File: config.mk
export PLATFORM = sky130hd
export DESIGN_NAME = register_file
export DESIGN_NICKNAME = d
export VERILOG_FILES = /design/src/logic/pdp11_pkg.sv /design/src/logic/register_file.sv
export SDC_FILE = /design/constraint.sdc
export NUM_CORES = 1
export LEC_CHECK = 0
export BUFFER_PORTS_ARGS = -buffer_cell sky130_fd_sc_hd__buf_2
export CORE_MARGIN = 2
export CORE_UTILIZATION = 50
export CTS_BUF_LIST = sky130_fd_sc_hd__clkbuf_8
export DETAILED_ROUTE_END_ITERATION = 10
export PLACE_DENSITY_LB_ADDON = 0.1
export SETUP_SLACK_MARGIN = 0.3
export SLEW_MARGIN = 30
export SYNTH_ARGS = -nofsm -noshare
export SYNTH_HDL_FRONTEND = slang
export SYNTH_SLANG_ARGS = --single-unit
File: constraint.sdc
create_clock -name clk -period 3.4 [get_ports clk]
set_input_delay 0.68 -clock clk [delete_from_list [all_inputs] [get_ports clk]]
set_output_delay 0.68 -clock clk [all_outputs]
set_load 0.01 [all_outputs]
File: src/logic/pdp11_pkg.sv
////////////////////////////////////////
// pdp11_mini shared definitions
// word types, sequencer states, opcodes
////////////////////////////////////////
package pdp11_pkg;

   typedef logic [15:0] word_t;      // data word or byte address
   typedef logic [2:0]  reg_sel_t;   // r0..r7
   typedef logic [2:0]  mode_t;
   typedef logic [3:0]  cc_t;        // n z v c

   typedef enum logic [3:0] {
      st_fetch,
      st_decode,
      st_src_ea,
      st_src_read,
      st_dst_ea,
      st_dst_read,
      st_execute,
      st_writeback,
      st_halt
   } state_t;

   typedef enum logic [3:0] {
      op_mov, op_add, op_sub, op_cmp, op_bit,
      op_clr, op_inc, op_dec, op_tst,
      op_br, op_bne, op_beq,
      op_halt, op_illegal
   } op_t;

   localparam word_t    word_step = 16'd2;   // one word in bytes
   localparam reg_sel_t pc_reg    = 3'd7;

   // addressing modes still supported
   localparam mode_t mode_reg     = 3'd0;
   localparam mode_t mode_autoinc = 3'd2;    // highest legal mode

   // double operand, isn[15:12]
   localparam logic [3:0] opc_mov = 4'o01;
   localparam logic [3:0] opc_cmp = 4'o02;
   localparam logic [3:0] opc_bit = 4'o03;
   localparam logic [3:0] opc_add = 4'o06;
   localparam logic [3:0] opc_sub = 4'o16;

   // single operand, isn[15:6]
   localparam logic [9:0] opc_clr = 10'o0050;
   localparam logic [9:0] opc_inc = 10'o0052;
   localparam logic [9:0] opc_dec = 10'o0053;
   localparam logic [9:0] opc_tst = 10'o0057;

   // branches, isn[15:8] (000400, 001000, 001400)
   localparam logic [7:0] opc_br  = 8'h01;
   localparam logic [7:0] opc_bne = 8'h02;
   localparam logic [7:0] opc_beq = 8'h03;

   localparam word_t opc_halt = 16'o000000;

endpackage

File: src/logic/register_file.sv
////////////////////////////////////////
// general registers r0..r7
// two read ports, one write, r7 is pc
////////////////////////////////////////
`timescale 1ns/1ps

module register_file #(
   parameter pdp11_pkg::word_t reset_pc = 16'o500
) (
   input  logic                clk,
   input  logic                reset_n,
   input  pdp11_pkg::reg_sel_t src_sel,
   input  pdp11_pkg::reg_sel_t dst_sel,
   input  logic                reg_wr,
   input  pdp11_pkg::reg_sel_t reg_wr_sel,
   input  pdp11_pkg::word_t    reg_wr_data,
   output pdp11_pkg::word_t    src_value,
   output pdp11_pkg::word_t    dst_value,
   output pdp11_pkg::word_t    pc
);

   pdp11_pkg::word_t regs [8];

   always_ff @(posedge clk)
   begin
      if (!reset_n)
      begin
         for (int i = 0; i < 8; i++)
         begin
            regs[i] <= (i == int'(pdp11_pkg::pc_reg)) ? reset_pc : 16'd0;
         end
      end
      else if (reg_wr)
         regs[reg_wr_sel] <= reg_wr_data;
   end

   assign src_value = regs[src_sel];
   assign dst_value = regs[dst_sel];
   assign pc        = regs[pdp11_pkg::pc_reg];

endmodule

==> flow_summary.yaml <==
status:
  status: "completed"
flow_run:
  maxCapViolCount: 0
place:
  gp_congestion: 0.8199
  placed_cell_area_um2: 7481
  io_buffers: 75
  place_ws_ns: 0.6153
  hpwlAfterDp_um: 10820
yosys:
  synthXorXnorAreaFrac_pct: 0
  yosysUniqueCellTypes: 19
  syn_nets: 458
  synth_area_leaders: "edfxtp_1 (56%), mux4_1 (21%), nor3_1 (9.2%)"
  synth_top_cell_area_share_pct: 55.89
  synth-compound-area-share_pct: 0.5821
  synth_top_family_by_area: "multiplexers"
  synthAdderAreaFrac_pct: 0
  synthSimpleGateAreaFrac_pct: 9.860
  synth_area_um2: 6878
  synth_top_area_cell: "edfxtp_1"
  synthCells: 430
  synthMuxAreaShare_pct: 29.25
  yosysWarnings: 0
  synth.avg_cell_area_um2: 15.99
  ys_ff_latch: 128
  seq_area_frac_synth_pct: 55.89
cts:
  cts_tree: "done"
  hold_buffers: 0
  cts.sinks: 128
  cts.clk_slew.worst_paths_ns: 0.07
  h-tree-depth: 4
  numCtsBuffers: 17
  ctsResizeCount: 0
  cts-root-buf: "clkbuf_8"
  post_cts_buffers: 0
  clock_path_buffers: 2
worst_setup_path:
  cp-start-kind: "input pin"
  critPathMaxFanout: 32
  arrival_ns: 2.11
  crit_type: "in2out"
  crit_required_ns: 2.72
  cp-end-kind: "primary output"
sta:
  slew_viol_final: 0
  setup_tns_ns: 0
  period_needed_ns: 2.792
  finalHoldViolations: 0
  grt_setup_unrepaired: "false"
  fmax_mhz: 358.1
  setup_violations: 0
  max_slew_margin_pct: 50.58
  period_share_pct: 82.13
  timing.final.ws_setup_ns: 0.6077
  tightest_slew_ns: 0.7395
route:
  drtIter0Drc: 295
  vias: 4300
  postRouteAntennaNets: 0
  firstDrtPassIters: 5
  finalWirelength_um: 16640
  drc: 0
  wl_per_cell_um: 24.05
  via_per_inst: 6.214
finish:
  design_area_um2: 7865
  largest_registers: "regs (128)"
  fin_util_pct: 58.92
  antennaDiodeCount: 0
  drive_above_1_share_pct: 33.91
  largest_reg_flops: 128
  syn_to_final_growth_pct: 14.35
  nFillCells: 1070
  largest-register: "regs"
  nNetsFinal: 532
power:
  power_leakage_uw: 0.002745
  ir_drop_mv: 0.3174
  power_uw: 3706
  power.density_nw_per_um2: 471.2
global_route:
  antenna_found_initial: 0
  grt_max_degree: 43
  grt-ovfl-total: 0
  grt_pass1_vias: 4489
  grt_pass1_wl_um: 25730
  track_usage_pct: 24.14
floorplanning:
  start_util_pct: 51.53
  die-width_um: 121.3
  coreArea_um2: 13350
  fp.dieArea_um2: 14710
  die_h_um: 121.3
  ios: 76
  core.rowCount: 42
worst_hold_path:
  min_path_cells: 2
  hp-class: "in2reg"
==> synthesized netlist by cell type <==
master and n:
o21ai_0 8, buf_6 8, mux2_2 32, nand2b_1 2, or3_1 2, clkinv_1 14, mux4_1 56, or2_2 1
nand3b_1 1, inv_1 2, nor3_1 126, nand2_1 1, clkbuf_1 25, edfxtp_1 128, buf_1 12, clkbuf_2 2
mux4_2 8, buf_2 1, nand3_1 1
==> through the flow <==
stage,hold slack [ns],instances
2_1_floorplan,0.8594,430
3_3_place_gp,0.9591,661
3_5_place_dp,0.9861,661
4_1_cts,0.5283,692
5_1_grt,0.5307,692
6_report,0.5524,692
==> final timing paths <==
kind / startpoint / slack, ns / to
worst max-delay path: src_sel[0] / 0.61 / src_value[5]
worst min-delay path: reg_wr_data[8] / 0.55 / regs[7][8]$_SDFFCE_PN1P_
==> final cells by class <==
type / instances / area (µm²) / share of cell area, %
repair buffers: 103 / 610.6 / 7.763
inverters: 16 / 60.06 / 0.7636
clock inverters: 14 / 150.1 / 1.909
flip-flops and latches: 128 / 3844 / 48.87
well taps: 176 / 220.2 / 2.800
multi-input cells: 238 / 2746 / 34.92
clock buffers: 17 / 234.0 / 2.975
==> kinds of logic after synthesis <==
group / after synthesis
compound gates: 8
buf+inv: 64
flops: 128
mux: 96
simple gates: 134
==> per-layer routing <==
layer	vias to the layer above	GRT usage [%]	share of wire (%)
li1	1943	-	-
met2	138	41.78	53
met5	-	0	0
met3	17	5.921	5.5
met1	2202	30.38	40
met4	0	6.753	0.96
==> critical path: stages <==
cell	delay, ns
buf_2	0.11
buf_12	0.24
mux4_1	0.60
mux2_2	0.30
buf_2	0.15
==> placed cells by master (no fill, tap or decap), drive strengths merged <==
master    synthesis  layout
edfxtp          128     128
or2               1       1
o21ai             8       8
clkbuf           27      17
nand2b            2       2
mux4             64      64
buf              21     103
mux2             32      32
nand3             1       1
clkinvlp          0       1
clkinv           14      23
or3               2       2
nand2             1       1
inv               2       3
nor3            126     126
bufinv            0       3
nand3b            1       1
==> power by group <==
group	switching [µW]	total (µW)	internal, µW
registers	51.5	1890	1840
logic	279	534	255
clock network	578	1280	706
total	908	3710	2800
(Power assumes the default switching activity.)
