**config.mk**
```make
export PLATFORM = sky130hd
export DESIGN_NAME = alu
export DESIGN_NICKNAME = d
export VERILOG_FILES = /design/src/logic/pdp11_pkg.sv /design/src/logic/alu.sv
export SDC_FILE = /design/constraint.sdc
export NUM_CORES = 1
export LEC_CHECK = 0
export BUFFER_PORTS_ARGS = -buffer_cell sky130_fd_sc_hd__buf_4
export CORE_MARGIN = 8
export CORE_UTILIZATION = 51
export DETAILED_ROUTE_END_ITERATION = 16
export PLACE_DENSITY = 0.68
export SETUP_SLACK_MARGIN = 0.1
export SLEW_MARGIN = 40
export SYNTH_ARGS = -nofsm -noshare
export SYNTH_HDL_FRONTEND = slang
export SYNTH_SLANG_ARGS = --single-unit
```
**constraint.sdc**
```tcl
create_clock -name vclk -period 4.7
set_clock_uncertainty 0.15 [all_clocks]
set_input_delay 0.235 -clock vclk [all_inputs]
set_output_delay 0.235 -clock vclk [all_outputs]
set_load 0.01 [all_outputs]
```
**src/logic/pdp11_pkg.sv**
```systemverilog
////////////////////////////////////////
// pdp11_mini shared definitions
// word types, sequencer states, opcodes
////////////////////////////////////////
package pdp11_pkg;

   typedef logic [15:0] word_t;      // data word or byte address
   typedef logic [2:0]  reg_sel_t;   // r0..r7
   typedef logic [2:0]  mode_t;
   typedef logic [3:0]  cc_t;        // n z v c

   typedef enum logic [3:0] {
      st_fetch,
      st_decode,
      st_src_ea,
      st_src_read,
      st_dst_ea,
      st_dst_read,
      st_execute,
      st_writeback,
      st_halt
   } state_t;

   typedef enum logic [3:0] {
      op_mov, op_add, op_sub, op_cmp, op_bit,
      op_clr, op_inc, op_dec, op_tst,
      op_br, op_bne, op_beq,
      op_halt, op_illegal
   } op_t;

   localparam word_t    word_step = 16'd2;   // one word in bytes
   localparam reg_sel_t pc_reg    = 3'd7;

   // addressing modes still supported
   localparam mode_t mode_reg     = 3'd0;
   localparam mode_t mode_autoinc = 3'd2;    // highest legal mode

   // double operand, isn[15:12]
   localparam logic [3:0] opc_mov = 4'o01;
   localparam logic [3:0] opc_cmp = 4'o02;
   localparam logic [3:0] opc_bit = 4'o03;
   localparam logic [3:0] opc_add = 4'o06;
   localparam logic [3:0] opc_sub = 4'o16;

   // single operand, isn[15:6]
   localparam logic [9:0] opc_clr = 10'o0050;
   localparam logic [9:0] opc_inc = 10'o0052;
   localparam logic [9:0] opc_dec = 10'o0053;
   localparam logic [9:0] opc_tst = 10'o0057;

   // branches, isn[15:8] (000400, 001000, 001400)
   localparam logic [7:0] opc_br  = 8'h01;
   localparam logic [7:0] opc_bne = 8'h02;
   localparam logic [7:0] opc_beq = 8'h03;

   localparam word_t opc_halt = 16'o000000;

endpackage

```
**src/logic/alu.sv**
```systemverilog
////////////////////////////////////////
// alu: result, condition codes and
// branch decision, all combinational
////////////////////////////////////////
`timescale 1ns/1ps

module alu (
   input  pdp11_pkg::op_t   op,
   input  pdp11_pkg::word_t src_data,
   input  pdp11_pkg::word_t dst_data,
   input  pdp11_pkg::cc_t   cc_in,
   output pdp11_pkg::word_t result,
   output pdp11_pkg::cc_t   new_cc,
   output logic             branch_taken
);

   logic [16:0] wide;   // bit 16 is carry or borrow
   logic        v, c;

   always_comb
   begin
      wide = {1'b0, src_data};
      v    = 1'b0;
      c    = 1'b0;
      case (op)
         pdp11_pkg::op_add:
         begin
            wide = {1'b0, dst_data} + {1'b0, src_data};
            v    = (dst_data[15] == src_data[15]) && (wide[15] != src_data[15]);
            c    = wide[16];
         end
         pdp11_pkg::op_sub:
         begin
            wide = {1'b0, dst_data} - {1'b0, src_data};
            v    = (dst_data[15] != src_data[15]) && (wide[15] == src_data[15]);
            c    = wide[16];
         end
         pdp11_pkg::op_cmp:
         begin
            wide = {1'b0, src_data} - {1'b0, dst_data};   // note reversed order
            v    = (src_data[15] != dst_data[15]) && (wide[15] == dst_data[15]);
            c    = wide[16];
         end
         pdp11_pkg::op_bit: wide = {1'b0, src_data & dst_data};
         pdp11_pkg::op_clr: wide = 17'd0;
         pdp11_pkg::op_inc:
         begin
            wide = {1'b0, dst_data + 16'd1};
            v    = (dst_data == 16'h7fff);
            c    = cc_in[0];   // carry untouched
         end
         pdp11_pkg::op_dec:
         begin
            wide = {1'b0, dst_data - 16'd1};
            v    = (dst_data == 16'h8000);
            c    = cc_in[0];
         end
         pdp11_pkg::op_tst: wide = {1'b0, dst_data};
         default: wide = {1'b0, src_data};   // mov, and don't care for branches
      endcase
   end

   assign result = wide[15:0];
   assign new_cc = {wide[15], wide[15:0] == 16'd0, v, c};

   always_comb
   begin
      case (op)
         pdp11_pkg::op_br:  branch_taken = 1'b1;
         pdp11_pkg::op_bne: branch_taken = !cc_in[2];
         pdp11_pkg::op_beq: branch_taken = cc_in[2];
         default:           branch_taken = 1'b0;
      endcase
   end

endmodule

```
==> run metrics <==
status=finished, final reports clean; crit path DAT=3870 ps; final count of pins violating max slew=0; Final Util=0.585; sequential cell area=0 sq um; dpl hpwl=13500 um; Hold Crit Endpoint=new_cc[0]; P_sw=0.347 mW; peak supply drop=0.0000578 V; GRT Util Overall=0.283; Final Power=0.567 mW; Yosys top cell by area=ha_1; CP max-delay cell=or4b_1; vias in the first global route=4973; Worst Max-Slew Pin Slew=788 ps; maxcap violations=0; setup repair bufs after CTS=0; CP Launch Type=input pin; hold path cells=4; top post-synthesis cells by area=ha_1 (15%), a21oi_1 (7.1%), inv_1 (5.4%); fmax=235 MHz; post-cts resize count=0; height of the die=107 um; IO buf count=59; combinational share of power=1.000; Detail Route Antenna Nets=0; Seq Cell Count=0; # setup viols final=0; Synthesis Warnings=0; Ports=61; area delta synth->final=12.5%; sequential area share after synthesis=0; antenna violations before repair=0; CP cell instances=buf_4 > ha_1 > inv_1 > fa_1 > a21o_1 > a221o_1 > nor2_1 > or3_1 > a21oi_1 > o32a_1 > or4_1 > or4b_1 > nor4_2 > buf_4; Die X=107 um; Fin Setup TNS=0 ps; Syn Std Cell Area=4210 sq um; syn avg cell area=6.47 sq um; hold buffers post-CTS=0; routed wire length=17200 um; Net Sw Frac=0.611; synth unique cells=81; RSZ-0062 raised after global routing=false; DRC viols=0; Worst Min Path Start=cc_in[0]; CP endpoint kind=output port; worst stage delay on the critical path=570 ps; Core ar.=8090 sq um; largest net degree at the start of global routing=34; drt first pass iters=5; slew margin rel.=0.467; hold crit path type=input pin to output port; clock share of power=0; clock buf count=0; Remaining Overflow, GRT=0; Vias per Instance=6.80; initial core utilization=0.520; die area=11400 sq um; final period utilization=0.905; Post-Synthesis Cells=650; first-pass GRT wire length=26400 um; post-synth top area share=0.146; fin nets=776; cell mode on critical path=buf_4; Leak Pwr=2.05 nW; Rows=33; DRT iter0 DRCs=445; # diodes=0; share of cells above drive strength 1=0.138; Min Clock Period, post-route=4250 ps; drt wl/cell=21.8 um; register share of total power=0; Synthesized Nets=742; Internal Power=0.220 mW; Crit Path Max Fanout=12; Final Hold Viols=0; Pwr per Cell Area=120 nW/um^2; Routability Congestion=0.976; via count=5352; WS Path Type=input pin to output port; Worst Path Required=4320 ps
-- metal layers --
layer	routed length [um]	global-route usage
met4	720	0.110
met1	7010	0.356
met2	8020	0.485
met5	0	0
met3	1450	0.0294
-- worst max path at each step --
stage | slack, ps | depth (start not counted) | startpoint | endpoint
floorplan | 830 | 13 | op[3] | new_cc[2]
global route | 300 | 14 | dst_data[0] | new_cc[2]
detailed placement | 470 | 14 | dst_data[0] | new_cc[2]
global placement | 510 | 14 | dst_data[0] | new_cc[2]
CTS | 480 | 14 | dst_data[0] | new_cc[2]
finish | 450 | 14 | dst_data[0] | new_cc[2]
-- cells in the mapped netlist (all sizes together), types with 9 or more instances --
library cell  number
a21o              11
a21oi             60
a31oi              9
and3               9
buf               17
clkbuf            28
ha                49
inv               61
nand2             40
nand3             18
nand4              9
nor2              52
nor3              24
nor4              12
o211ai            15
o21ai             37
o22ai             16
or3                9
xnor2             25
-- through the flow --
step	instances	hold WS, ps	area [sq um]	setup WS, ps
final	787	647	4730	445
after floorplan	650	465	4210	825
after global routing	787	652	4730	304
after detailed placement	787	642	4730	473
after CTS	787	643	4730	477
after global placement	787	638	4730	515
-- final cells by class --
| type | count | area [sq um] |
|---|---|---|
| well taps | 105 | 131 |
| multi-input cells | 544 | 3790 |
| inverters | 61 | 229 |
| repair buffers | 77 | 578 |
| fillers | 831 | 3360 |
-- power groups by stage --
stage | Sequential (mW) | Clock, mW | Combinational [mW]
floorplan | 0 | 0 | 0.360
global route | 0 | 0 | 0.609
global placement | 0 | 0 | 0.543
CTS | 0 | 0 | 0.554
detailed placement | 0 | 0 | 0.551
finish | 0 | 0 | 0.567
-- placed cells by master, fill, tap and decap left out, drive strengths merged, types with 7 or more instances in the layout --
cell type	instances
ha	49
inv	61
nand4	9
nor3	24
buf	77
and3	9
a211oi	8
a31oi	9
nand2	40
o31ai	7
a21oi	60
nand3	18
nor4	12
o21ai	37
o211ai	15
o22ai	16
a21o	11
xnor2	25
or3	9
nor2b	8
nor2	52
-- cells by family (layout without fill, tap and decap cells) --
group / Yosys count / in the layout / share of synthesized area
adders and majority gates: 52 / 52 / 0.160
buffers and inverters: 106 / 138 / 0.101
AOI/OAI and AO/OA: 237 / 237 / 0.382
xor gates and xnor gates: 30 / 30 / 0.0642
muxes: 7 / 7 / 0.0169
and+or+nand+nor: 218 / 218 / 0.275
-- critical path, delay by kind of cell --
family	cells	cell delay [ps]
and+or+nand+nor	5	1650
AOI/OAI and AO/OA	4	1020
adders and majority gates	2	580
buffers and inverters	3	380
No activity file was read; power rests on OpenSTA's default activity.
