### config.mk
export PLATFORM = sky130hd
export DESIGN_NAME = isn_decode
export DESIGN_NICKNAME = d
export VERILOG_FILES = /design/src/logic/pdp11_pkg.sv /design/src/logic/isn_decode.sv
export SDC_FILE = /design/constraint.sdc
export NUM_CORES = 1
export LEC_CHECK = 0
export BUFFER_PORTS_ARGS = -buffer_cell sky130_fd_sc_hd__buf_4
export CORE_MARGIN = 2
export CORE_UTILIZATION = 35
export DETAILED_ROUTE_END_ITERATION = 6
export PLACE_DENSITY = 0.89
export SETUP_SLACK_MARGIN = 0.5
export SLEW_MARGIN = 20
export SYNTH_ARGS = -nofsm -noshare
export SYNTH_HDL_FRONTEND = slang
export SYNTH_SLANG_ARGS = --single-unit
### constraint.sdc
create_clock -name vclk -period 1.4
set_clock_uncertainty 0.1 [all_clocks]
set_input_delay 0.07 -clock vclk [all_inputs]
set_output_delay 0.07 -clock vclk [all_outputs]
set_load 0.01 [all_outputs]
### src/logic/pdp11_pkg.sv
////////////////////////////////////////
// pdp11_mini shared definitions
// word types, sequencer states, opcodes
////////////////////////////////////////
package pdp11_pkg;

   typedef logic [15:0] word_t;      // data word or byte address
   typedef logic [2:0]  reg_sel_t;   // r0..r7
   typedef logic [2:0]  mode_t;
   typedef logic [3:0]  cc_t;        // n z v c

   typedef enum logic [3:0] {
      st_fetch,
      st_decode,
      st_src_ea,
      st_src_read,
      st_dst_ea,
      st_dst_read,
      st_execute,
      st_writeback,
      st_halt
   } state_t;

   typedef enum logic [3:0] {
      op_mov, op_add, op_sub, op_cmp, op_bit,
      op_clr, op_inc, op_dec, op_tst,
      op_br, op_bne, op_beq,
      op_halt, op_illegal
   } op_t;

   localparam word_t    word_step = 16'd2;   // one word in bytes
   localparam reg_sel_t pc_reg    = 3'd7;

   // addressing modes still supported
   localparam mode_t mode_reg     = 3'd0;
   localparam mode_t mode_autoinc = 3'd2;    // highest legal mode

   // double operand, isn[15:12]
   localparam logic [3:0] opc_mov = 4'o01;
   localparam logic [3:0] opc_cmp = 4'o02;
   localparam logic [3:0] opc_bit = 4'o03;
   localparam logic [3:0] opc_add = 4'o06;
   localparam logic [3:0] opc_sub = 4'o16;

   // single operand, isn[15:6]
   localparam logic [9:0] opc_clr = 10'o0050;
   localparam logic [9:0] opc_inc = 10'o0052;
   localparam logic [9:0] opc_dec = 10'o0053;
   localparam logic [9:0] opc_tst = 10'o0057;

   // branches, isn[15:8] (000400, 001000, 001400)
   localparam logic [7:0] opc_br  = 8'h01;
   localparam logic [7:0] opc_bne = 8'h02;
   localparam logic [7:0] opc_beq = 8'h03;

   localparam word_t opc_halt = 16'o000000;

endpackage

### src/logic/isn_decode.sv
////////////////////////////////////////
// instruction decoder
// opcode class, operand fields, offset
////////////////////////////////////////
`timescale 1ns/1ps

module isn_decode (
   input  pdp11_pkg::word_t    isn,
   output pdp11_pkg::op_t      op,
   output pdp11_pkg::mode_t    src_mode,
   output pdp11_pkg::reg_sel_t src_reg,
   output pdp11_pkg::mode_t    dst_mode,
   output pdp11_pkg::reg_sel_t dst_reg,
   output pdp11_pkg::word_t    branch_offset
);

   pdp11_pkg::op_t op_raw;
   logic           dbl_op, sgl_op, bad_mode;

   assign src_mode = isn[11:9];
   assign src_reg  = isn[8:6];
   assign dst_mode = isn[5:3];
   assign dst_reg  = isn[2:0];

   // 8-bit word offset, sign extended and scaled to bytes
   assign branch_offset = {{7{isn[7]}}, isn[7:0], 1'b0};

   always_comb
   begin
      op_raw = pdp11_pkg::op_illegal;
      if (isn == pdp11_pkg::opc_halt)
         op_raw = pdp11_pkg::op_halt;
      else if (isn[15:8] == pdp11_pkg::opc_br)
         op_raw = pdp11_pkg::op_br;
      else if (isn[15:8] == pdp11_pkg::opc_bne)
         op_raw = pdp11_pkg::op_bne;
      else if (isn[15:8] == pdp11_pkg::opc_beq)
         op_raw = pdp11_pkg::op_beq;
      else if (isn[15:6] == pdp11_pkg::opc_clr)
         op_raw = pdp11_pkg::op_clr;
      else if (isn[15:6] == pdp11_pkg::opc_inc)
         op_raw = pdp11_pkg::op_inc;
      else if (isn[15:6] == pdp11_pkg::opc_dec)
         op_raw = pdp11_pkg::op_dec;
      else if (isn[15:6] == pdp11_pkg::opc_tst)
         op_raw = pdp11_pkg::op_tst;
      else
      begin
         case (isn[15:12])
            pdp11_pkg::opc_mov: op_raw = pdp11_pkg::op_mov;
            pdp11_pkg::opc_add: op_raw = pdp11_pkg::op_add;
            pdp11_pkg::opc_sub: op_raw = pdp11_pkg::op_sub;
            pdp11_pkg::opc_cmp: op_raw = pdp11_pkg::op_cmp;
            pdp11_pkg::opc_bit: op_raw = pdp11_pkg::op_bit;
            default:            op_raw = pdp11_pkg::op_illegal;
         endcase
      end
   end

   assign dbl_op = op_raw inside {pdp11_pkg::op_mov, pdp11_pkg::op_add, pdp11_pkg::op_sub,
                                  pdp11_pkg::op_cmp, pdp11_pkg::op_bit};
   assign sgl_op = op_raw inside {pdp11_pkg::op_clr, pdp11_pkg::op_inc, pdp11_pkg::op_dec,
                                  pdp11_pkg::op_tst};

   // modes 3..7 not built, src field only meaningful on double operand
   assign bad_mode = (dbl_op && src_mode > pdp11_pkg::mode_autoinc) ||
                     ((dbl_op || sgl_op) && dst_mode > pdp11_pkg::mode_autoinc);

   assign op = bad_mode ? pdp11_pkg::op_illegal : op_raw;

endmodule

==> flow_metrics.py, run 1 <==
metrics = {
    "status": {
        "outcome": "finished, violations left",
        "violations": "setup timing",
    },
    "timing": {
        "hold_viol": 0,
        "setup_violations": 4,
        "drv_slew": 0,
        "fin_crit_sh_pct": 133,
        "layout_min_cycle_time_ns": 1.87,
        "setup_slack_ns": -0.467,
        "finalSetupTns_ns": -1.65,
        "rsz0062_at_grt": "yes",
        "timing.fmax_mhz": 536,
        "holdWs_ns": 0.239,
    },
    "route": {
        "vias": 630,
        "dr_wl_met2_um": 740,
        "drtAntennaViolNets": 0,
        "route.met3.wl_um": 172,
        "m1WireLength_um": 567,
        "drt-total-wl_um": 1500,
        "drt_iter0_drc": 5,
        "vias_per_cell": 5.21,
        "dr.pass1.iters": 4,
        "wl_per_cell_um": 12.4,
        "route.detailed.drc": 0,
        "highest_layer": "met4",
    },
    "power": {
        "ir_drop_mv": 0.175,
        "p_leak_uw": 0.000407,
        "p_per_area_mw_per_mm2": 356,
    },
    "layout": {
        "seq_cell_count": 0,
        "diodes": 0,
        "layout.cells.non_filler": 121,
        "layout-drive-gt1-share_pct": 72.6,
        "nClkBuffers": 0,
        "finalNetCount": 124,
        "mostFrequentLayoutCell": "buf_4",
        "seqCellArea_um2": 0,
        "area_delta_synth_final_pct": 64.8,
        "final_cell_mix": "buf_4 (61), a21oi_1 (9)",
    },
    "worst_setup_path": {
        "start_kind": "input pin",
        "worstSetupPathType": "in -> out",
        "arrival_ns": 1.70,
        "crit_end": "op[2]",
        "worstSetupStartpoint": "isn[14]",
        "cp_max_fo": 2,
        "crit_path_end_kind": "output port",
        "required_ns": 1.23,
    },
    "global_route": {
        "track_usage_pct": 15.6,
        "overflow": 0,
        "grt_max_degree": 10,
        "antenna_found_initial": 0,
        "grt_pass1_vias": 547,
        "grt_pass1_wl_um": 2290,
    },
    "placed_design": {
        "place_ws_ns": -0.515,
        "hpwl_um": 1260,
        "io_buffers": 47,
        "gp_congestion": 0.901,
        "dp_cells": 120,
    },
    "worst_hold_path": {
        "hp-class": "in -> out",
    },
    "floorplanning": {
        "core-area_mm2": 0.00132,
        "die_x_um": 42.0,
        "row_count": 13,
        "dieArea_mm2": 0.00176,
        "ios": 48,
        "chipHeight_um": 42.0,
        "start_util_pct": 38.3,
    },
    "synth": {
        "syn-instance-count": 71,
        "syn_area_um2": 504,
        "avgSynthCellArea_um2": 7.10,
        "yosys_warnings": 0,
        "yosysSeqAreaShare_pct": 0,
        "synth_nets": 87,
        "ys_types": 27,
    },
    "job": {
        "max-cap-violations": 0,
    },
}
-- cell type report --
type                       instances  area (um2)
timing repair buffer              63         480
tap                               15        18.8
fill                             130         487
inverter                           2        7.51
multi-input combinational         41         324
-- through the flow --
stage	total power, uW	utilization [%]	instance area (um2)
6_report	296	63.1	831
2_1_floorplan	156	-	524
5_1_grt	316	63.1	831
3_5_place_dp	286	60.6	798
4_1_cts	294	62.5	823
3_3_place_gp	278	60.6	798
-- routing by layer --
layer  global-route usage [%]  vias up
met1                     17.9      284
met4                     4.52        0
met3                     3.91        2
met5                        0        -
li1                         -      309
met2                     28.1       35
-- worst max-delay path, stage by stage --
cell     delay, ns
buf_6         0.09
or4_4         0.53
or4_4         0.45
o21ai_4       0.15
o21ai_2       0.08
a32oi_2       0.18
buf_4         0.15
-- report_power, final --
group,leakage (uW),switching (uW),internal [uW],total (uW)
Sequential,0,0,0,0
Clock,0,0,0,0
Combinational,0.000407,134,162,296
Total,0.000407,134,162,296
-- what timing repair did --
item / CTS / global route
hold buffers: 0 / 0
setup buffers: 1 / 0
pin swaps: 3 / 2
endpoints found under the setup margin: 4 / 4
gates resized for setup: 4 / 1
-- synthesized netlist by cell type, drive strengths merged --
| cell type | count | area share, % |
|---|---|---|
| buf | 28 | 42 |
| a21oi | 10 | 9.9 |
| o21ai | 4 | 5.5 |
| a32oi | 2 | 3.5 |
| inv | 2 | 1.5 |
| nor2 | 2 | 1.5 |
| nor4 | 2 | 2.5 |
| o221ai | 2 | 3.5 |
| or4 | 2 | 3.0 |
| a21o | 1 | 1.5 |
| a32o | 1 | 2.2 |
| a41oi | 1 | 3.2 |
| and3 | 1 | 1.2 |
| and4 | 1 | 2.0 |
| and4b | 1 | 2.2 |
| conb | 1 | 0.74 |
| nand2 | 1 | 0.74 |
| nand4 | 1 | 1.2 |
| nor2b | 1 | 1.2 |
| nor3b | 1 | 1.5 |
| o211ai | 1 | 1.5 |
| o21bai | 1 | 1.5 |
| o221a | 1 | 2.2 |
| or2 | 1 | 1.2 |
| or2b | 1 | 1.5 |
| xnor2 | 1 | 1.7 |
-- worst min path at each step --
stage	endpoint	slack, ns	cells past startpoint	from
2_1_floorplan	branch_offset[10]	0.13	1	isn[7]
3_3_place_gp	dst_reg[1]	0.24	2	isn[1]
3_5_place_dp	dst_reg[0]	0.24	2	isn[0]
4_1_cts	dst_reg[1]	0.24	2	isn[1]
5_1_grt	branch_offset[2]	0.25	2	isn[1]
6_report	dst_reg[0]	0.24	2	isn[0]
-- kinds of logic after synthesis --
logic type      share of synthesized area, %
xor+xnor                                1.74
buf+inv                                 43.2
compound gates                          34.5
other cells                            0.744
simple gates                            19.9
No activity file was read; power rests on OpenSTA's default activity.
==> inputs of run 2 (changes only) <==
- CORE_AREA: default -> 2 2 39 41
- CORE_MARGIN: 2 -> default
- CORE_UTILIZATION: 35 -> default
- DIE_AREA: default -> 0 0 41 43
- PLACE_DENSITY: 0.89 -> 0.91
- clock period: 1.4 -> 2 ns (I/O delays scaled with it)
==> run 2 against run 1 <==
Net effect:
- sequential share of layout area unchanged
- via count decreased by 9.8%
- sequential cell count unchanged
- the run now ends clean
- largest power group unchanged
==> flow_metrics.py, run 2 (same netlist as run 1, synthesis figures left out) <==
metrics = {
    "status": {
        "outcome": "completed",
    },
    "layout": {
        "final_cell_mix": "buf_4 (46), a21oi_1 (9), buf_6 (3)",
        "multi_input_area_um2": 332,
        "mostFrequentLayoutCell": "buf_4",
        "layout-drive-gt1-share_pct": 68.5,
        "fin_util_pct": 53.3,
        "seq_cell_count": 0,
        "finalNetCount": 110,
        "fillCellCount": 129,
        "nClkBuffers": 0,
        "seqCellArea_um2": 0,
        "diodes": 0,
        "layout.cells.non_filler": 108,
        "area_delta_synth_final_pct": 46.4,
    },
    "route": {
        "route.detailed.drc": 0,
        "dr.pass1.iters": 4,
        "drtAntennaViolNets": 0,
        "vias": 568,
        "vias_per_cell": 5.26,
        "drt-total-wl_um": 1370,
        "drt_iter0_drc": 7,
        "wl_per_cell_um": 12.7,
    },
    "worst_hold_path": {
        "hp-class": "in -> out",
    },
    "floorplanning": {
        "start_util_pct": 36.4,
        "die_x_um": 41,
        "dieArea_mm2": 0.00176,
        "ios": 48,
        "row_count": 14,
        "chipHeight_um": 43,
        "core-area_mm2": 0.00138,
    },
    "clocking": {
        "hold_buffers": 0,
    },
    "power": {
        "total_power_uw": 181,
        "p_seq_share_pct": 0,
        "internal_power_uw": 93.9,
        "p_per_area_mw_per_mm2": 245,
        "p_leak_uw": 0.000347,
        "switching_share_pct": 48.1,
        "clockPowerShare_pct": 0,
        "ir_drop_mv": 0.103,
        "power_switching_uw": 87.0,
        "comb_power_share_pct": 100.0,
    },
    "placed_design": {
        "dp_cells": 107,
        "io_buffers": 47,
        "gp_congestion": 0.841,
        "hpwl_um": 1080,
    },
    "timing": {
        "drv_slew": 0,
        "timing.fmax_mhz": 524,
        "finalSetupTns_ns": 0,
        "layout_min_cycle_time_ns": 1.91,
        "fin_crit_sh_pct": 95.4,
        "holdWs_ns": 0.298,
        "setup_violations": 0,
        "hold_viol": 0,
        "rsz0062_at_grt": "yes",
    },
    "worst_setup_path": {
        "required_ns": 1.80,
        "worstSetupPathType": "in -> out",
        "crit_path_end_kind": "output port",
        "arrival_ns": 1.71,
        "cp_max_fo": 2,
        "start_kind": "input pin",
    },
    "job": {
        "max-cap-violations": 0,
    },
    "global_route": {
        "grt_pass1_wl_um": 1900,
        "grt_pass1_vias": 462,
        "track_usage_pct": 14.3,
        "overflow": 0,
        "grt_max_degree": 14,
        "antenna_found_initial": 0,
    },
}
[run 2: changes by cell type in the layout (fill, tap and decap cells not counted)]
cell | previous run | this run
nor3b_2 | 1 | 0
a32oi_2 | 1 | 2
o221ai_1 | 1 | 2
buf_4 | 61 | 46
a32oi_1 | 1 | 0
nor3b_4 | 0 | 1
o221ai_2 | 1 | 0
buf_6 | 2 | 3
[run 2: per-layer routing]
metal / up-vias / routed length (um) / GRT usage [%]
li1: 280 / - / -
met1: 266 / 497 / 18.7
met2: 22 / 761 / 25.9
met3: 0 / 113 / 0.524
met4: 0 / 0 / 0
met5: - / 0 / 0
[run 2: layout make-up]
class | count | share of cell area (%)
Inverter | 2 | 1.02
Tap cell | 16 | 2.71
Timing Repair Buffer | 49 | 51.4
Multi-Input combinational cell | 41 | 44.9
[run 2: through the flow]
stage	instance area [um2]	worst slack, ns
finish	738	0.0914
global route	738	0.0446
CTS	717	0.0918
detailed placement	682	-0.0224
global placement	682	0.0446
floorplan	512	0.300
[run 2: what timing repair did]
item / 4_1_cts / 5_1_grt
setup buffers: 0 / 1
endpoints found under the setup margin: 4 / 4
pin swaps: 1 / 4
resized for setup: 7 / 3
[run 2: worst max-delay path, stage by stage]
cell	delay (ns)
buf_6	0.09
or4_4	0.54
or4_4	0.44
o21ai_4	0.15
o21ai_2	0.09
a41oi_2	0.15
buf_4	0.14
[run 2: final timing paths]
path                 from                to  cells after the start  slack, ns
setup / recovery  isn[14]             op[3]                      7       0.09
hold / removal     isn[2]  branch_offset[3]                      2       0.30
[run 2: power by group through the flow]
stage	logic [uW]	registers [uW]	clock network, uW
final	181	0	0
after global routing	197	0	0
after CTS	176	0	0
after detailed placement	169	0	0
after global placement	166	0	0
after floorplan	107	0	0
