===== src/logic/pdp11_pkg.sv =====
////////////////////////////////////////
// pdp11_mini shared definitions
// word types, sequencer states, opcodes
////////////////////////////////////////
package pdp11_pkg;

   typedef logic [15:0] word_t;      // data word or byte address
   typedef logic [2:0]  reg_sel_t;   // r0..r7
   typedef logic [2:0]  mode_t;
   typedef logic [3:0]  cc_t;        // n z v c

   typedef enum logic [3:0] {
      st_fetch,
      st_decode,
      st_src_ea,
      st_src_read,
      st_dst_ea,
      st_dst_read,
      st_execute,
      st_writeback,
      st_halt
   } state_t;

   typedef enum logic [3:0] {
      op_mov, op_add, op_sub, op_cmp, op_bit,
      op_clr, op_inc, op_dec, op_tst,
      op_br, op_bne, op_beq,
      op_halt, op_illegal
   } op_t;

   localparam word_t    word_step = 16'd2;   // one word in bytes
   localparam reg_sel_t pc_reg    = 3'd7;

   // addressing modes still supported
   localparam mode_t mode_reg     = 3'd0;
   localparam mode_t mode_autoinc = 3'd2;    // highest legal mode

   // double operand, isn[15:12]
   localparam logic [3:0] opc_mov = 4'o01;
   localparam logic [3:0] opc_cmp = 4'o02;
   localparam logic [3:0] opc_bit = 4'o03;
   localparam logic [3:0] opc_add = 4'o06;
   localparam logic [3:0] opc_sub = 4'o16;

   // single operand, isn[15:6]
   localparam logic [9:0] opc_clr = 10'o0050;
   localparam logic [9:0] opc_inc = 10'o0052;
   localparam logic [9:0] opc_dec = 10'o0053;
   localparam logic [9:0] opc_tst = 10'o0057;

   // branches, isn[15:8] (000400, 001000, 001400)
   localparam logic [7:0] opc_br  = 8'h01;
   localparam logic [7:0] opc_bne = 8'h02;
   localparam logic [7:0] opc_beq = 8'h03;

   localparam word_t opc_halt = 16'o000000;

endpackage


===== src/logic/control_fsm.sv =====
////////////////////////////////////////
// instruction sequencer
// drives bus, register writes and cc
////////////////////////////////////////
`timescale 1ns/1ps

module control_fsm (
   input  logic                clk,
   input  logic                reset_n,
   input  pdp11_pkg::word_t    bus_rdata,
   input  pdp11_pkg::op_t      op,
   input  pdp11_pkg::mode_t    src_mode,
   input  pdp11_pkg::reg_sel_t src_reg,
   input  pdp11_pkg::mode_t    dst_mode,
   input  pdp11_pkg::reg_sel_t dst_reg,
   input  pdp11_pkg::word_t    branch_offset,
   input  pdp11_pkg::word_t    src_value,
   input  pdp11_pkg::word_t    dst_value,
   input  pdp11_pkg::word_t    pc,
   input  pdp11_pkg::word_t    result,
   input  pdp11_pkg::cc_t      new_cc,
   input  logic                branch_taken,
   output pdp11_pkg::word_t    bus_addr,
   output logic                bus_wr,
   output pdp11_pkg::word_t    bus_wdata,
   output pdp11_pkg::word_t    isn,
   output pdp11_pkg::reg_sel_t src_sel,
   output pdp11_pkg::reg_sel_t dst_sel,
   output logic                reg_wr,
   output pdp11_pkg::reg_sel_t reg_wr_sel,
   output pdp11_pkg::word_t    reg_wr_data,
   output pdp11_pkg::word_t    src_data,
   output pdp11_pkg::word_t    dst_data,
   output pdp11_pkg::cc_t      cc,
   output logic                halted,
   output logic                illegal
);

   pdp11_pkg::state_t state, state_next;
   pdp11_pkg::word_t  src_ea, dst_ea;
   logic              has_src, is_branch, reads_dst, stores_result, stop;

   assign has_src = op inside {pdp11_pkg::op_mov, pdp11_pkg::op_add, pdp11_pkg::op_sub,
                               pdp11_pkg::op_cmp, pdp11_pkg::op_bit};
   assign is_branch = op inside {pdp11_pkg::op_br, pdp11_pkg::op_bne, pdp11_pkg::op_beq};
   assign stop = op inside {pdp11_pkg::op_halt, pdp11_pkg::op_illegal};
   assign reads_dst = !(op inside {pdp11_pkg::op_mov, pdp11_pkg::op_clr});   // write only
   assign stores_result = !(op inside {pdp11_pkg::op_cmp, pdp11_pkg::op_bit,
                                       pdp11_pkg::op_tst});

   assign src_sel = src_reg;
   assign dst_sel = dst_reg;

   always_comb
   begin
      state_next = state;
      case (state)
         pdp11_pkg::st_fetch: state_next = pdp11_pkg::st_decode;
         pdp11_pkg::st_decode:
         begin
            if (stop)
               state_next = pdp11_pkg::st_halt;
            else if (is_branch)
               state_next = pdp11_pkg::st_execute;
            else if (has_src && src_mode != pdp11_pkg::mode_reg)
               state_next = pdp11_pkg::st_src_ea;
            else if (dst_mode != pdp11_pkg::mode_reg)
               state_next = pdp11_pkg::st_dst_ea;
            else
               state_next = pdp11_pkg::st_execute;
         end
         pdp11_pkg::st_src_ea: state_next = pdp11_pkg::st_src_read;
         pdp11_pkg::st_src_read:
            state_next = (dst_mode != pdp11_pkg::mode_reg) ? pdp11_pkg::st_dst_ea
                                                           : pdp11_pkg::st_execute;
         pdp11_pkg::st_dst_ea:
            state_next = reads_dst ? pdp11_pkg::st_dst_read : pdp11_pkg::st_execute;
         pdp11_pkg::st_dst_read: state_next = pdp11_pkg::st_execute;
         pdp11_pkg::st_execute:
            state_next = is_branch ? pdp11_pkg::st_fetch : pdp11_pkg::st_writeback;
         pdp11_pkg::st_writeback: state_next = pdp11_pkg::st_fetch;
         default: state_next = pdp11_pkg::st_halt;   // halt is sticky
      endcase
   end

   always_ff @(posedge clk)
   begin
      if (!reset_n)
      begin
         state   <= pdp11_pkg::st_fetch;
         cc      <= 4'd0;
         halted  <= 1'b0;
         illegal <= 1'b0;
      end
      else
      begin
         state <= state_next;
         if (state == pdp11_pkg::st_execute && !is_branch)
            cc <= new_cc;
         if (state == pdp11_pkg::st_decode && stop)
         begin
            halted  <= 1'b1;
            illegal <= (op == pdp11_pkg::op_illegal);
         end
      end
   end

   // instruction, addresses and operands
   always_ff @(posedge clk)
   begin
      case (state)
         pdp11_pkg::st_fetch: isn <= bus_rdata;
         pdp11_pkg::st_decode:
         begin
            src_data <= src_value;   // mode 0 operands taken here
            dst_data <= dst_value;
         end
         pdp11_pkg::st_src_ea:   src_ea <= src_value;
         pdp11_pkg::st_src_read: src_data <= bus_rdata;
         pdp11_pkg::st_dst_ea:   dst_ea <= dst_value;
         pdp11_pkg::st_dst_read: dst_data <= bus_rdata;
         default: ;
      endcase
   end

   always_comb
   begin
      reg_wr      = 1'b0;
      reg_wr_sel  = dst_reg;
      reg_wr_data = result;
      case (state)
         pdp11_pkg::st_fetch:
         begin
            reg_wr      = 1'b1;
            reg_wr_sel  = pdp11_pkg::pc_reg;
            reg_wr_data = pc + pdp11_pkg::word_step;
         end
         pdp11_pkg::st_src_ea:
         begin
            reg_wr      = (src_mode == pdp11_pkg::mode_autoinc);   // (rn)+, #imm on r7
            reg_wr_sel  = src_reg;
            reg_wr_data = src_value + pdp11_pkg::word_step;
         end
         pdp11_pkg::st_dst_ea:
         begin
            reg_wr      = (dst_mode == pdp11_pkg::mode_autoinc);
            reg_wr_data = dst_value + pdp11_pkg::word_step;
         end
         pdp11_pkg::st_execute:
         begin
            reg_wr      = is_branch && branch_taken;
            reg_wr_sel  = pdp11_pkg::pc_reg;
            reg_wr_data = pc + branch_offset;
         end
         pdp11_pkg::st_writeback:
            reg_wr = stores_result && (dst_mode == pdp11_pkg::mode_reg);
         default: ;
      endcase
   end

   always_comb
   begin
      case (state)
         pdp11_pkg::st_fetch:    bus_addr = pc;
         pdp11_pkg::st_src_read: bus_addr = src_ea;
         default:                bus_addr = dst_ea;
      endcase
   end

   assign bus_wr = (state == pdp11_pkg::st_writeback) && stores_result &&
                   (dst_mode != pdp11_pkg::mode_reg);
   assign bus_wdata = result;

endmodule


===== config.mk =====
export PLATFORM = sky130hd
export DESIGN_NAME = control_fsm
export DESIGN_NICKNAME = d
export VERILOG_FILES = /design/src/logic/pdp11_pkg.sv /design/src/logic/control_fsm.sv
export SDC_FILE = /design/constraint.sdc
export NUM_CORES = 1
export LEC_CHECK = 0
export BUFFER_PORTS_ARGS = -buffer_cell sky130_fd_sc_hd__buf_2
export CELL_PAD_IN_SITES_DETAIL_PLACEMENT = 1
export CELL_PAD_IN_SITES_GLOBAL_PLACEMENT = 2
export CORE_MARGIN = 2
export CORE_UTILIZATION = 29
export DETAILED_ROUTE_END_ITERATION = 8
export PLACE_DENSITY = 0.87
export SYNTH_ARGS = -nofsm -noshare
export SYNTH_HDL_FRONTEND = slang
export SYNTH_SLANG_ARGS = --single-unit
export TNS_END_PERCENT = 10

===== constraint.sdc =====
create_clock -name clk -period 3.4 [get_ports clk]
set_input_delay 0.34 -clock clk [delete_from_list [all_inputs] [get_ports clk]]
set_output_delay 0.34 -clock clk [all_outputs]
set_load 0.03 [all_outputs]

==> results of run 1 <==
[path summary, 6_finish.rpt]
kind                 from              to  slack, ns  depth (start not counted)
max              state[0]  reg_wr_data[9]       0.12                         10
min          bus_rdata[4]          isn[4]       0.20                          1
max reg2reg      state[2]           cc[3]       0.76                          6
min reg2reg        halted          halted       0.47                          1
[logic make-up (layout without fill, tap and decap cells)]
kind of cell / after synthesis / count (layout) / share of synthesized area [%]
fa+ha+maj: 17 / 17 / 3.83
mux: 39 / 39 / 7.70
xor+xnor: 20 / 20 / 3.05
simple gates: 195 / 195 / 18.3
compound gates: 139 / 139 / 15.8
flops: 90 / 90 / 45.3
buf+inv: 61 / 289 / 6.07
[area by class of cell]
type	count	area, sq um	area share (%)
multi-input combinational	410	2910	38.2
sequential	90	2610	34.3
timing repair buffer	264	1460	19.2
tap	265	332	4.36
clock buffer	12	236	3.11
inverter	9	38.8	0.510
clock inverter	4	25.0	0.329
[flip-flops by register name (all words and copies together) (netlist names)]
register  cells
src_ea       16
illegal       1
dst_ea       16
isn          16
dst_data     16
cc            4
halted        1
src_data     16
state         4
[routing by layer]
layer  track usage (%)  routed length [um]  vias to the layer above
met1              22.2                8230                     2623
met5                 0                   0                        -
li1                  -                   -                     2532
met4              3.42                 204                        0
met2              35.3               10900                      159
met3              3.98                1180                       18
[through the flow]
step / hold WS [ns] / TNS [ns] / instances / util [%] / total power (uW)
after floorplan: 0.439 / 0 / 561 / - / 2550
after global placement: 0.443 / 0 / 1030 / 36.7 / 3110
after detailed placement: 0.453 / -0.0497 / 1030 / 36.7 / 3140
after CTS: 0.185 / -0.0279 / 1048 / 38.3 / 4070
after global routing: 0.182 / -0.0101 / 1054 / 39.1 / 4300
final: 0.198 / 0 / 1054 / 39.1 / 4080
[worst register-to-register path: stages, from the launching register on]
cell and delay, ns:
dfxtp_1 0.42, buf_4 0.28, nand2_1 0.34, nor2_1 0.70, o21ai_1 0.46, mux2i_1 0.27, nor2b_1 0.06
[synth_stat cells (all sizes together), types with 2 or more instances]
library cell	count
ha	16
a221o	2
nand4b	2
edfxtp	80
a21oi	34
a211oi	4
clkbuf	14
nor4b	7
o21a	5
buf	38
a21o	4
nor3b	6
a22o	2
nand3	14
a22oi	21
and2	8
mux2	32
o22a	4
o221ai	2
nor2b	10
dfxtp	10
nand2b	4
inv	9
o211a	2
or2	2
nand2	64
xnor2	16
nand3b	11
nor4	3
and3	8
o21ai	35
nand4	3
nor3	12
a311oi	3
a31oi	5
nor2	37
mux2i	6
o22ai	2
xor2	4
[repair_timing]
item | 4_1_cts | 5_1_grt
endpoints found under the setup margin | 7 | 6
gates resized for setup | 6 | 25
pin swaps | 0 | 2
buffers inserted | 2 | 5
gates cloned | 0 | 1
[power by group]
group / switching (uW) / total [uW] / leakage [uW] / internal, uW
Clock: 414 / 912 / 0.000132 / 498
Combinational: 1180 / 1770 / 0.00221 / 590
Sequential: 37.8 / 1390 / 0.000832 / 1360
Total: 1630 / 4080 / 0.00318 / 2450
==> out/qor.yml, run 1 <==
crit_required_ns: 3.06
cts-root-buf: "clkbuf_16"
drt-vias-per-instance: 5.06
core_area_sq_um: 19500
yosysWarnings: 0
arrival_ns: 2.94
ys_top_cells_by_area: "edfxtp_1, mux2_2, nand2_1"
design_area_sq_um: 7600
min_path_type: "in -> reg"
cts_buffer_depth: 2
setup_viol: 0
drtIter0Drc: 266
cts_tree: "done"
synth_seq_area_share_pct: 45.3
relSlewSlack_pct: 49.5
fmax_ghz: 0.305
globalplace.congestion: 0.819
die_h_um: 145
critPathBufInv: 1
routedWlPerCell_um: 19.5
row_count: 51
clk_pin_slew_worst_paths_ns: 0.06
cts_sinks: 90
critPathLaunchType: "register"
ctsHoldBuffers: 0
post-route-period-util_pct: 96.4
finalHoldViolations: 0
numCtsBuffers: 9
ir_drop_v: 0.000266
p_leak_uw: 0.00318
ys_ff_latch: 90
syn_avg_cell_area_sq_um: 10.2
final_common_cell: "buf_2"
ioPinCount: 232
cp_max_fo: 8
period_minus_slack_ns: 3.28
antennaDiodeCount: 0
power-per-cell-area_nw_per_um2: 536
track_usage_pct: 18.8
io_buffers: 231
grt_pass1_wl_um: 29900
rsz0062_at_grt: "true"
worst_slew_pin_slew_ns: 0.755
crit_family: "compound AO/OA/AOI/OAI gates"
synth.largest_area_cell: "edfxtp_1"
dr.pass1.iters: 4
endpoint_kind: "output pin"
grt_pass1_vias: 5402
synth_flop_cell: "edfxtp_1"
grt_remaining_overflow: 0
grt_max_degree: 35
fin_nets: 920
critPathKind: "reg -> out"
fin_ws_ns: 0.123
synthArstFlopShare_pct: 0
critical_path.max_stage_delay_ns: 0.40
crit_chain: "or2_4 > o21ai_2 > o221a_2 > ha_1 > o2111a_1 > nand3_1 > or3_1 > a221oi_2 > a221o_1 > clkbuf_4"
antenna_found_initial: 0
critPathSlowestCell: "or3_1"
status: "completed"
start_util_pct: 29.5
vias: 5332
routed_wl_um: 20500
remaining_drc_errors: 0
synthToLayoutAreaGrowth_pct: 32.3
place_area_sq_um: 7150
dp_hpwl_um: 16000
synth_top_area_share_pct: 41.8
netlist_area_sq_um: 5750
htreeDepth: 3
syn_nets: 697
report.final.slew_viol_count: 0
fp.dieArea_sq_um: 21000
final_cell_mix: "buf_2, edfxtp_1, nand2_1, nor2_1, mux2_2"
pre_cts_ws_ns: -0.0497
clk_latency_ns: 0.34
fillerInstances: 2281
synth.distinct_cells: 69
syn-instance-count: 561
layout-drive-gt1-share_pct: 43.5
synth_edf_count: 80
antenna_left: 0
drv_cap: 0
die_w_um: 145
finClkSkew_ns: 0.00396
No activity file was read; power rests on OpenSTA's default activity.
==> run 2: changes to the inputs <==
--- a/config.mk
+++ b/config.mk
@@ -5,13 +5,13 @@
 export SDC_FILE = /design/constraint.sdc
 export NUM_CORES = 1
 export LEC_CHECK = 0
-export BUFFER_PORTS_ARGS = -buffer_cell sky130_fd_sc_hd__buf_2
 export CELL_PAD_IN_SITES_DETAIL_PLACEMENT = 1
 export CELL_PAD_IN_SITES_GLOBAL_PLACEMENT = 2
 export CORE_MARGIN = 2
 export CORE_UTILIZATION = 29
 export DETAILED_ROUTE_END_ITERATION = 8
-export PLACE_DENSITY = 0.87
+export DONT_BUFFER_PORTS = 1
+export PLACE_DENSITY = 0.7
 export SYNTH_ARGS = -nofsm -noshare
 export SYNTH_HDL_FRONTEND = slang
 export SYNTH_SLANG_ARGS = --single-unit
==> run 2 against run 1 <==
Against the previous run: sequential share of layout area grew 3.7 points; die area unchanged; sequential power increased by 13%.
==> out/qor.yml, run 2 (synthesized netlist as in run 1, its figures left out) <==
dpl.cell_count: 830
period_minus_slack_ns: 3.21
layout-drive-gt1-share_pct: 24.5
fin_hold_ws_ns: 0.0854
cts-root-buf: "clkbuf_16"
routed_wl_um: 19900
pre_cts_ws_ns: 0.0323
crit_chain: "buf_6 > nor2_4 > nand3_4 > inv_4 > nand2_1 > nand3_1 > ha_2 > o2111a_2 > nand3_2 > or3_4 > a221oi_4 > a221o_1 > buf_12"
final_util_pct: 35.2
cts_sinks: 90
final_cell_mix: "edfxtp_1, nand2_1, buf_4"
finClkSkew_ns: 0.00855
vias: 4607
ioPinCount: 232
io_buffers: 0
r2r-start: "state[3]"
critPathSlowestCell: "or3_4"
fmax_ghz: 0.311
rsz0062_at_grt: "true"
crit_required_ns: 3.06
fin_ws_ns: 0.186
cts_tree: "done"
cp-startpoint: "state[3]"
synthToLayoutAreaGrowth_pct: 19.3
dr.pass1.iters: 6
min_from: "bus_rdata[4]"
final_common_cell: "edfxtp_1"
min_path_type: "in -> reg"
globalplace.congestion: 0.871
antenna_left: 0
power_uw: 4110
power-per-cell-area_nw_per_um2: 599
drtIter0Drc: 174
clk_pin_slew_worst_paths_ns: 0.07
start_util_pct: 29.5
stdcell_count: 849
fp.dieArea_sq_um: 21000
die_h_um: 145
finalHoldViolations: 0
post-route-period-util_pct: 94.5
ir_drop_v: 0.000276
drt-vias-per-instance: 5.43
arrival_ns: 2.87
worst_slew_pin_slew_ns: 1.13
cts_buffer_depth: 2
report.final.slew_viol_count: 0
row_count: 51
grt_pass1_wl_um: 29300
relSlewSlack_pct: 24.3
dp_hpwl_um: 15700
crit_family: "simple AND/OR/NAND/NOR gates"
die_w_um: 145
fin_nets: 715
grt_remaining_overflow: 0
critPathLaunchType: "register"
cp_max_fo: 13
endpoint_kind: "output pin"
p_leak_uw: 0.00247
antennaDiodeCount: 0
track_usage_pct: 18.9
drv_cap: 0
routedWlPerCell_um: 23.4
grt_max_degree: 35
status: "completed"
htreeDepth: 3
critPathBufInv: 3
clk_latency_ns: 0.34
antenna_found_initial: 0
numCtsBuffers: 9
critical_path.max_stage_delay_ns: 0.41
critPathKind: "reg -> out"
core_area_sq_um: 19500
setup_viol: 0
remaining_drc_errors: 0
grt_pass1_vias: 4823
-- run 2: cell types whose count changed in the layout (fill, tap and decap cells not counted), moves of 3 or more --
cell,before,now
buf_2,230,0
buf_12,2,17
buf_4,28,38
inv_6,0,4
clkbuf_1,3,0
inv_4,4,1
-- run 2: timing repair --
| item | 4_1_cts | 5_1_grt |
|---|---|---|
| hold buffers | 0 | 0 |
| pin swaps | 1 | 4 |
| resized for setup | 5 | 27 |
| setup endpoints to repair | 5 | 8 |
| setup buffers | 2 | 1 |
| cloned | 0 | 0 |
-- run 2: layout make-up --
type,instances,area [sq um]
clock buffers,9,225
clock inverters,7,60.1
fillers,2161,12600
inverters,9,36.3
multi-input cells,410,2930
flip-flops and latches,90,2610
well taps,265,332
repair buffers,59,671
-- run 2: per-layer routing --
layer,wire length [um],part of all wire (%),global-route usage [%]
met1,7870,40,22.1
met4,150,0.75,3.47
met5,0,0,0
met2,10200,51,33.8
met3,1620,8.2,6.68
-- run 2: path summary, 6_finish.rpt --
| path | end | slack [ns] | cells after the start |
|---|---|---|---|
| setup reg to reg | cc[2] | 0.79 | 8 |
| setup / recovery | reg_wr_data[9] | 0.19 | 13 |
| hold / removal | isn[4] | 0.09 | 0 |
| hold reg to reg | state[0] | 0.67 | 2 |
-- run 2: stage by stage --
step | cell area, sq um | setup TNS (ns)
final | 6860 | 0
after global routing | 6860 | -0.0420
after CTS | 6740 | 0
after detailed placement | 6420 | 0
after global placement | 6420 | 0
after floorplan | 5750 | 0
-- run 2: where the power goes --
part	internal (uW)	switching, uW	total (uW)
sequential	1370	208	1570
combinational	651	921	1570
clock	511	453	965
total	2530	1580	4110
